$ cat src/hdl/noc_pkg.sv
package noc_pkg;

  // ####################
  // Sizes
  // ####################
  localparam int N_PORTS        = 4;
  localparam int PORT_W         = 2;
  localparam int DATA_W         = 32;
  localparam int FLIT_DATA_W    = 8;
  localparam int FLITS_PER_BEAT = DATA_W / FLIT_DATA_W;
  localparam int FLIT_IDX_W     = 2;
  localparam int FLIT_BUF_DEPTH = 4;               // Also the initial credit count
  localparam int BUF_PTR_W      = $clog2(FLIT_BUF_DEPTH);
  localparam int CREDIT_W       = 3;

  // ####################
  // Stream beats
  // ####################
  typedef struct packed {
    logic [DATA_W-1:0] data;
    logic [PORT_W-1:0] dest;
    logic              last;
  } axis_in_t;

  typedef struct packed {
    logic [DATA_W-1:0] data;
    logic [PORT_W-1:0] id;                         // Source port of the beat
    logic              last;
  } axis_out_t;

  // One byte of a beat, least significant byte first
  typedef struct packed {
    logic                   tail;
    logic [PORT_W-1:0]      dest;
    logic [PORT_W-1:0]      src;
    logic                   last;
    logic [FLIT_DATA_W-1:0] payload;
  } flit_t;

  // ####################
  // States
  // ####################
  typedef enum logic {
    SER_IDLE,
    SER_SEND
  } ser_state_e;

  typedef enum logic {
    OUT_FREE,
    OUT_LOCKED
  } lock_state_e;

endpackage
$ cat src/hdl/noc_axis_top.sv
`timescale 1ns/1ps

module noc_axis_top import noc_pkg::*; (
  input  logic      CLK,
  input  logic      rst,

  input  axis_in_t  in_beat   [N_PORTS],
  input  logic      in_valid  [N_PORTS],
  output logic      in_ready  [N_PORTS],

  output axis_out_t out_beat  [N_PORTS],
  output logic      out_valid [N_PORTS],
  input  logic      out_ready [N_PORTS]
);

  flit_t ser_flit      [N_PORTS];
  logic  ser_valid     [N_PORTS];
  logic  ser_ready     [N_PORTS];
  flit_t xbar_flit     [N_PORTS];
  logic  xbar_valid    [N_PORTS];
  logic  credit_return [N_PORTS];

  // ####################
  // Endpoints
  // ####################
  for (genvar p = 0; p < N_PORTS; p++) begin : g_port
    flit_serializer #(
      .SRC_ID (PORT_W'(p))   // Source number of this endpoint
    ) u_ser (
      .CLK,
      .rst,
      .in_beat   (in_beat[p]   ),
      .in_valid  (in_valid[p]  ),
      .in_ready  (in_ready[p]  ),
      .ser_flit  (ser_flit[p]  ),
      .ser_valid (ser_valid[p] ),
      .ser_ready (ser_ready[p] )
    );

    flit_deserializer u_deser (
      .CLK,
      .rst,
      .xbar_flit     (xbar_flit[p]     ),
      .xbar_valid    (xbar_valid[p]    ),
      .credit_return (credit_return[p] ),
      .out_beat      (out_beat[p]      ),
      .out_valid     (out_valid[p]     ),
      .out_ready     (out_ready[p]     )
    );
  end

  // Network
  flit_crossbar u_xbar (
    .CLK,
    .rst,
    .ser_flit,
    .ser_valid,
    .ser_ready,
    .xbar_flit,
    .xbar_valid,
    .credit_return
  );

endmodule

$ cat src/hdl/flit_deserializer.sv
`timescale 1ns/1ps

module flit_deserializer import noc_pkg::*; (
  input  logic      CLK,
  input  logic      rst,

  input  flit_t     xbar_flit,
  input  logic      xbar_valid,
  output logic      credit_return,

  output axis_out_t out_beat,
  output logic      out_valid,
  input  logic      out_ready
);

  flit_t                 buf_mem [FLIT_BUF_DEPTH];
  logic [BUF_PTR_W-1:0]  wr_ptr;
  logic [BUF_PTR_W-1:0]  rd_ptr;
  logic [CREDIT_W-1:0]   count;
  flit_t                 head;
  logic                  pop;

  logic [FLIT_IDX_W-1:0] asm_idx;
  axis_out_t             asm_q;

  assign head = buf_mem[rd_ptr];

  // Finished beat leaving this cycle frees the assembly register
  assign pop           = (count != '0) && (!out_valid || out_ready);
  assign credit_return = pop;
  assign out_beat      = asm_q;

  // ####################
  // Flit buffer
  // ####################
  always_ff @(posedge CLK) begin
    if (xbar_valid) begin
      buf_mem[wr_ptr] <= xbar_flit;  // Credits keep this from overflowing
    end
  end

  always_ff @(posedge CLK) begin
    if (rst) begin
      wr_ptr <= '0;
      rd_ptr <= '0;
      count  <= '0;
    end else begin
      wr_ptr <= wr_ptr + BUF_PTR_W'(xbar_valid);
      rd_ptr <= rd_ptr + BUF_PTR_W'(pop);
      count  <= count + CREDIT_W'(xbar_valid) - CREDIT_W'(pop);
    end
  end

  // ####################
  // Beat assembly
  // ####################
  always_ff @(posedge CLK) begin
    if (rst) begin
      asm_idx   <= '0;
      out_valid <= 1'b0;
    end else begin
      if (pop) begin
        asm_idx <= head.tail ? '0 : asm_idx + 1'b1;
      end
      if (pop && head.tail) begin
        out_valid <= 1'b1;
      end else if (out_valid && out_ready) begin
        out_valid <= 1'b0;
      end
    end
  end

  always_ff @(posedge CLK) begin
    if (pop) begin
      asm_q.data[asm_idx*FLIT_DATA_W +: FLIT_DATA_W] <= head.payload;
      if (head.tail) begin
        asm_q.id   <= head.src;
        asm_q.last <= head.last;
      end
    end
  end

endmodule

$ cat src/hdl/flit_crossbar.sv
`timescale 1ns/1ps

module flit_crossbar import noc_pkg::*; (
  input  logic  CLK,
  input  logic  rst,

  input  flit_t ser_flit      [N_PORTS],
  input  logic  ser_valid     [N_PORTS],
  output logic  ser_ready     [N_PORTS],

  output flit_t xbar_flit     [N_PORTS],
  output logic  xbar_valid    [N_PORTS],

  input  logic  credit_return [N_PORTS]
);

  // Per output state
  lock_state_e         lock_state [N_PORTS];
  logic [PORT_W-1:0]   locked_in  [N_PORTS];
  logic [PORT_W-1:0]   rr_ptr     [N_PORTS];
  logic [CREDIT_W-1:0] credit     [N_PORTS];

  // Per output, one bit per input
  logic [N_PORTS-1:0]  req        [N_PORTS];
  logic [N_PORTS-1:0]  grant      [N_PORTS];
  logic [PORT_W-1:0]   sel        [N_PORTS];
  logic                fwd        [N_PORTS];

  always_comb begin
    for (int o = 0; o < N_PORTS; o++) begin
      for (int i = 0; i < N_PORTS; i++) begin
        req[o][i] = ser_valid[i] && (ser_flit[i].dest == PORT_W'(o));
      end
    end
  end

  // ####################
  // Arbitration
  // ####################
  always_comb begin : arb
    logic [PORT_W-1:0] cand;
    logic              found;
    for (int i = 0; i < N_PORTS; i++) begin
      ser_ready[i] = 1'b0;
    end
    for (int o = 0; o < N_PORTS; o++) begin
      found  = 1'b0;
      cand   = '0;
      sel[o] = locked_in[o];
      if (lock_state[o] == OUT_FREE) begin
        sel[o] = rr_ptr[o];
        // Search starts just after the last winner
        for (int k = 1; k <= N_PORTS; k++) begin
          cand = rr_ptr[o] + PORT_W'(k);
          if (!found && req[o][cand]) begin
            sel[o] = cand;
            found  = 1'b1;
          end
        end
      end
      for (int i = 0; i < N_PORTS; i++) begin
        grant[o][i] = req[o][i] && (sel[o] == PORT_W'(i));
      end
      fwd[o] = (|grant[o]) && (credit[o] != '0);
      for (int i = 0; i < N_PORTS; i++) begin
        if (grant[o][i] && credit[o] != '0) begin
          ser_ready[i] = 1'b1;
        end
      end
    end
  end

  // ####################
  // Wormhole lock and pointer
  // ####################
  always_ff @(posedge CLK) begin
    if (rst) begin
      for (int o = 0; o < N_PORTS; o++) begin
        lock_state[o] <= OUT_FREE;
        locked_in[o]  <= '0;
        rr_ptr[o]     <= PORT_W'(N_PORTS - 1);  // Input 0 wins first
      end
    end else begin
      for (int o = 0; o < N_PORTS; o++) begin
        if (fwd[o]) begin
          if (ser_flit[sel[o]].tail) begin
            lock_state[o] <= OUT_FREE;
            rr_ptr[o]     <= sel[o];
          end else begin
            lock_state[o] <= OUT_LOCKED;
            locked_in[o]  <= sel[o];
          end
        end
      end
    end
  end

  // Credits, one per free flit slot downstream
  always_ff @(posedge CLK) begin
    if (rst) begin
      for (int o = 0; o < N_PORTS; o++) begin
        credit[o] <= CREDIT_W'(FLIT_BUF_DEPTH);
      end
    end else begin
      for (int o = 0; o < N_PORTS; o++) begin
        credit[o] <= credit[o] - CREDIT_W'(fwd[o]) + CREDIT_W'(credit_return[o]);
      end
    end
  end

  // ####################
  // Output registers
  // ####################
  always_ff @(posedge CLK) begin
    if (rst) begin
      for (int o = 0; o < N_PORTS; o++) begin
        xbar_valid[o] <= 1'b0;
      end
    end else begin
      for (int o = 0; o < N_PORTS; o++) begin
        xbar_valid[o] <= fwd[o];
      end
    end
  end

  always_ff @(posedge CLK) begin
    for (int o = 0; o < N_PORTS; o++) begin
      if (fwd[o]) begin
        xbar_flit[o] <= ser_flit[sel[o]];
      end
    end
  end

endmodule

$ cat src/hdl/flit_serializer.sv
`timescale 1ns/1ps

module flit_serializer import noc_pkg::*; #(
  parameter logic [PORT_W-1:0] SRC_ID = '0
) (
  input  logic      CLK,
  input  logic      rst,

  input  axis_in_t  in_beat,
  input  logic      in_valid,
  output logic      in_ready,

  output flit_t     ser_flit,
  output logic      ser_valid,
  input  logic      ser_ready
);

  ser_state_e            state;
  axis_in_t              beat_q;
  logic [FLIT_IDX_W-1:0] flit_idx;
  logic                  last_idx;

  assign in_ready  = (state == SER_IDLE);
  assign ser_valid = (state == SER_SEND);
  assign last_idx  = (flit_idx == FLIT_IDX_W'(FLITS_PER_BEAT - 1));

  // Beat register, loaded only while idle
  always_ff @(posedge CLK) begin
    if (in_valid && in_ready) begin
      beat_q <= in_beat;
    end
  end

  // ####################
  // Flit walk
  // ####################
  always_ff @(posedge CLK) begin
    if (rst) begin
      state    <= SER_IDLE;
      flit_idx <= '0;
    end else begin
      case (state)
        SER_IDLE: begin
          if (in_valid) begin
            state    <= SER_SEND;
            flit_idx <= '0;
          end
        end
        SER_SEND: begin
          if (ser_ready) begin
            if (last_idx) begin
              state <= SER_IDLE;
            end
            flit_idx <= flit_idx + 1'b1;
          end
        end
        default: state <= SER_IDLE;
      endcase
    end
  end

  always_comb begin
    ser_flit.tail    = last_idx;
    ser_flit.dest    = beat_q.dest;
    ser_flit.src     = SRC_ID;
    ser_flit.last    = beat_q.last;
    ser_flit.payload = beat_q.data[flit_idx*FLIT_DATA_W +: FLIT_DATA_W];  // LSB first
  end

endmodule

$ cat config.mk
export PLATFORM = sky130hd
export DESIGN_NAME = noc_axis_top
export DESIGN_NICKNAME = d
export VERILOG_FILES = /design/src/hdl/noc_pkg.sv /design/src/hdl/noc_axis_top.sv /design/src/hdl/flit_deserializer.sv /design/src/hdl/flit_crossbar.sv /design/src/hdl/flit_serializer.sv
export SDC_FILE = /design/constraint.sdc
export NUM_CORES = 1
export LEC_CHECK = 0
export BUFFER_PORTS_ARGS = -buffer_cell sky130_fd_sc_hd__buf_2
export CORE_ASPECT_RATIO = 0.5
export CORE_MARGIN = 4
export CORE_UTILIZATION = 55
export DETAILED_ROUTE_END_ITERATION = 8
export GPL_TIMING_DRIVEN = 0
export MAX_ROUTING_LAYER = met4
export PLACE_DENSITY = 0.86
export SYNTH_ARGS = -nofsm -noshare
export SYNTH_HDL_FRONTEND = slang
export SYNTH_SLANG_ARGS = --single-unit
$ cat constraint.sdc
create_clock -name CLK -period 4.75 [get_ports CLK]
set_input_delay 0.95 -clock CLK [delete_from_list [all_inputs] [get_ports CLK]]
set_output_delay 0.95 -clock CLK [all_outputs]
set_load 0.02 [all_outputs]
# == Yosys cells after proc, flatten, opt, wreduce, memory -nomap -nowiden ==
# Memories as Yosys holds them, arrays and structs flattened. A register that Yosys moved wholly into a read port is not among the register bits.
# Index checks and enable logic that the tools add are counted.
# totals
mem_count,8
out_inout_bits,148
register_bits,392
input_bits,150
ramBits,256
# op_classes
n_lt_le_gt_ge,20
addsub,48
n_reduce_logical,132
n_shift,12
n_eq_ne,36
bitwise_logic,28
n_mux,215
# mem_list
memory,depth,width,rd,rd_clocked_by_memory_dff,write_ports,line,text
g_port[0].u_deser.buf_mem,4,14,1,1,1,flit_deserializer.sv:16,flit_t buf_mem [FLIT_BUF_DEPTH];
g_port[1].u_deser.buf_mem,4,14,1,1,1,flit_deserializer.sv:16,
g_port[2].u_deser.buf_mem,4,14,1,1,1,flit_deserializer.sv:16,
g_port[3].u_deser.buf_mem,4,14,1,1,1,flit_deserializer.sv:16,
u_xbar.credit,4,3,4,0,4,flit_crossbar.sv:21,logic [CREDIT_W-1:0] credit [N_PORTS];
u_xbar.locked_in,4,2,4,0,4,flit_crossbar.sv:19,logic [PORT_W-1:0] locked_in [N_PORTS];
+2 memories,--,--,--,--,--,--,
# ops
operator,count
$neg 5->34,4
$shift 8x34->32 const A,4
$shiftx 8x34->32,4
$bwmux 32,4
$shiftx 32x6->8,4
$mux 1,127
$bmux 14 s2,4
$mux 14,8
$mux 2,44
$logic_and 1x1->1,80
$lt 2x3->1 const B,16
$eq 2x2->1 const B,20
$bmux 1 s2,16
$add 2x1->2 const B,12
$add 3x1->3,8
$reduce_bool 3->1,8
$sub 3x1->3,8
$or 1x1->1,20
$add 2x1->2,8
$add 2x2->2 const B,8
$eq 2x1->1 const B,8
$logic_not 1->1,16
$logic_not 2->1,8
$pmux 2 s2,4
other kinds (11),48

# == Depth between registers and ports, before layout ==
# logic_depth
depth_word,28
ltp_mapped,16

# == Hierarchy ==
# A second synthesis with hierarchy kept.
# unflattened
cells_unflattened,1687
area_unflattened_um2,26335.3
# modules_own_cells
module,seq_area_each_um2,n_inst,cells_per_inst,area_each_um2
flit_deserializer at g_port[0].u_deser ...,2692.6,3,193,3558.4
flit_crossbar,2602.5,1,640,6286.0
flit_deserializer at g_port[3].u_deser,2692.6,1,194,3555.9
flit_serializer at g_port[1].u_ser ...,1111.1,2,69,1456.4
flit_serializer at g_port[0].u_ser ...,1111.1,2,68,1452.6

# == Worst setup path before layout ==
# Ideal clock, no wire load.
# synth_path
kind,register -> register
startpoint,register g_port[1].u_ser.beat_q (netlist bit g_port[1].u_ser.ser_flit[11])
endpoint,memory u_xbar.credit[3][2]
setup_slack_ns,1.190
n_path_buf,1
stages_incl_launch_ff,16
setup_time_ns,0.117
arrival_ns,3.443
path_cell_list,edfxtp_1 -> buf_2 -> and3_1 -> a22o_1 -> a211o_1 -> o21ai_1 -> nand2_1 -> a22oi_2 -> inv_1 -> ha_1 -> inv_1 -> ha_1 -> fa_1 -> xnor2_1 -> xnor2_1 -> nand2b_1
# synth_lines
item,line,text
start: declaration,flit_serializer.sv:19,axis_in_t beat_q;
start signal: assignment,flit_serializer.sv:30,beat_q <= in_beat;
end: declaration,flit_crossbar.sv:21,

==> flow_summary_export.csv <==
group,metric,value,unit
floorplan,dieHeight,160,um
logic_synthesis,ys_warn_count,0,
worst_setup_path,cp.arrival,4.96,ns
power_and_ir_drop,power,16.5,mW
cts,clockBufferDepth,3,
logic_synthesis,yosysSeqAreaShare,69.3,%
global_route,grt_pass1_wl,91600,um
timing,setup_tns,0,ns
worst_setup_path,cp_max_fo,14,
worst_setup_path,cp.required,5.22,ns
cts,clk_pin_slew_worst_paths,0.07,ns
floorplan,die_w,312,um
logic_synthesis,synth-seq-cells,608,
timing,hold_slack,0.514,ns
logic_synthesis,synth-compound-area-share,5.20,%
global_route,grt_start_max_net_pins,36,
cts,numClockSinks,608,
logic_synthesis,synthMuxAreaShare,8.77,%
layout,drive_gt1_share,26.3,%
cts,insertion_delay,0.59,ns
global_route,antenna_found_initial,5,
floorplan,die_area,49800,um2
logic_synthesis,syn_avg_cell_area,15.8,um2
cts,post-cts-setup-buffer-count,0,
timing,max_freq,223,MHz
floorplan,rows,55,
layout,mostFrequentLayoutCells,"edfxtp_1 (540), buf_2 (307), and2_1 (147)",
placement,gp_congestion,0.983,
cts,cts_tree,"yes",
logic_synthesis,synth-edff-count,540,
logic_synthesis,synthFlopType,"edfxtp_1",
outcome,status,"finished clean",
global_route,overflow,0,
floorplan,core_area,45300,um2
layout,areaGrowthSynthToFinish,16.9,%
worst_setup_path,path_class,"flip-flop to flip-flop",
timing,rsz0062_at_grt,"false",
job,drv_cap,0,
logic_synthesis,synth_area_leaders,"edfxtp_1 (64%), mux4_2 (7.1%), dfxtp_1 (5.4%)",
cts,cts_resized,0,
logic_synthesis,netlist.area_leader.share,63.9,%
worst_setup_path,cp-end-kind,"flip-flop",
timing,period_share,94.4,%
detailed_routing,vias,15200,
timing,clock_skew,0.0165,ns
layout,fin_nets,2174,
global_route,grt_use_total,24.8,%
floorplan,ios,298,
timing,tightest_slew,1.17,ns
cts,root_buffer,"clkbuf_16",
placement,port-buffer-count,297,
logic_synthesis,synthAdderAreaFrac,3.00,%
cts,hold_buffers,0,
worst_hold_path,hold_path_class,"flip-flop to flip-flop",
detailed_routing,drtAntennaViolNets,0,
power_and_ir_drop,power_density,555,nW/um2
floorplan,start_util,55.9,%
worst_setup_path,start_kind,"flip-flop",
logic_synthesis,syn-cell-area,25400,um2
logic_synthesis,ys_types,76,
timing,period_minus_slack,4.49,ns
timing,setup_viol,0,
cts,htree_levels,2,
detailed_routing,wl_per_cell,23.2,um
logic_synthesis,syn_inst,1605,
power_and_ir_drop,p_leak,11.1,nW
detailed_routing,via_per_inst,5.79,
logic_synthesis,yosys.area_share.xor_xnor,0.829,%
logic_synthesis,synth_top_family_by_area,"simple AND/OR/NAND/NOR gates",
timing,finalHoldViolations,0,
logic_synthesis,syn_nets,1811,
timing,slew_violations,0,
timing,slew_headroom,21.9,%
layout,fill_cells,3022,
placement,place_hpwl,43300,um
logic_synthesis,synth-simple-area-share,10.7,%
detailed_routing,drt_first_pass_iters,6,
power_and_ir_drop,ir_drop,0.297,mV
detailed_routing,wl,60800,um
detailed_routing,drc_errors,0,
logic_synthesis,synthArstFlopShare,0,%
logic_synthesis,synth.largest_area_cell,"edfxtp_1",
layout,final_common_cell,"edfxtp_1",
detailed_routing,drtIter0Drc,1451,
cts,cts_buffers,52,
global_route,grt_pass1_vias,15300,
## logic make-up after synthesis
| family | count (synthesis) |
|---|---|
| mux | 122 |
| xor+xnor | 24 |
| fa+ha+maj | 56 |
| buf+inv | 137 |
| compound gates | 184 |
| flops | 608 |
| simple gates | 474 |
## synthesized netlist by cell type, types with 3 or more instances
cell      instances
a211oi_1         33
a21o_1            7
a21oi_1          57
a31oi_1          15
a32oi_1           3
and2_1          147
and3_1           25
and3b_1           6
buf_1            18
buf_2            10
buf_4            11
clkbuf_1         27
dfxtp_1          68
edfxtp_1        540
fa_1              8
ha_1             48
inv_1            70
mux2_2            3
mux2i_1          39
mux4_2           80
nand2_1          71
nand2b_1         20
nand3_1          14
nand3b_1         10
nor2_1           62
nor2b_1          51
nor3_1           19
nor3b_1          19
o211ai_1          7
o21ai_0           8
o21bai_1          3
o22ai_1           6
o311ai_2          3
o31ai_1           9
o32ai_1           4
or2_1             3
or2_2             3
or3_1             5
or3b_1            3
or4b_1            3
xnor2_1          18
xor2_1            6
## stage by stage
stage	area (um2)	worst slack [ns]	cells	utilization (%)
after floorplan	25400	1.19	1605	-
after global placement	27600	0.584	2500	60.9
after detailed placement	27800	0.348	2510	61.3
after CTS	29600	0.327	2608	65.2
after global routing	29600	0.0574	2615	65.4
final	29600	0.264	2616	65.4
## worst max-delay path, cell delays in order, from the launching register on
cell and delay, ns:
edfxtp_1 0.40, buf_2 0.22, and3_1 0.25, a22o_1 0.24, a211o_1 0.37, o21ai_1 0.54
nand2_1 0.16, a22oi_2 0.37, inv_1 0.36, ha_1 0.40, inv_1 0.04, ha_1 0.18
fa_1 0.39, xnor2_1 0.22, xnor2_1 0.16, nand2b_1 0.07
## worst paths after layout
path,cells past startpoint,endpoint,slack [ns],from
setup / recovery,15,u_xbar.credit[3][2],0.26,g_port[1].u_ser.ser_flit[11]
hold / removal,0,g_port[3].u_deser.buf_mem[2][8],0.51,u_xbar.xbar_flit[8]
setup reg to reg,15,u_xbar.credit[3][2],0.26,g_port[1].u_ser.ser_flit[11]
hold reg to reg,0,g_port[3].u_deser.buf_mem[2][8],0.51,u_xbar.xbar_flit[8]
## where the power goes
| part | internal [mW] | switching [mW] |
|---|---|---|
| combinational | 1.67 | 2.79 |
| sequential | 7.04 | 0.485 |
| clock | 2.55 | 1.92 |
## state kept, by name, indices dropped and copies added, names as in the netlist, 8 cells and up
register and flops:
g_port.u_deser.count 12, g_port.u_ser.flit_idx 8, g_port.u_deser.out_beat 140, g_port.u_ser.beat_q 128
u_xbar.xbar_flit 48, g_port.u_deser.wr_ptr 8, u_xbar.locked_in 8, g_port.u_deser.rd_ptr 8
u_xbar.credit 12, g_port.u_ser.ser_flit 12, u_xbar.rr_ptr 8, g_port.u_deser.asm_idx 8
g_port.u_deser.buf_mem 192
## routing by layer
metal | wire [um] | track usage (%)
met2 | 29600 | 39.7
met5 | 0 | -
met1 | 24000 | 31.8
met4 | 1740 | 6.71
met3 | 5440 | 6.41
## cell type report
cell class / instances / area (um2) / share of cell area, %
Tap cell: 598 / 748 / 2.52
Sequential cell: 608 / 17600 / 59.3
Buffer: 66 / 302 / 1.02
Clock inverter: 29 / 337 / 1.14
Multi-Input combinational cell: 860 / 7280 / 24.5
Antenna cell: 6 / 15.0 / 0.0506
Clock buffer: 69 / 1460 / 4.92
Inverter: 71 / 267 / 0.899
Timing Repair Buffer: 309 / 1670 / 5.63
Note: power is estimated with default switching activity, not from simulation.
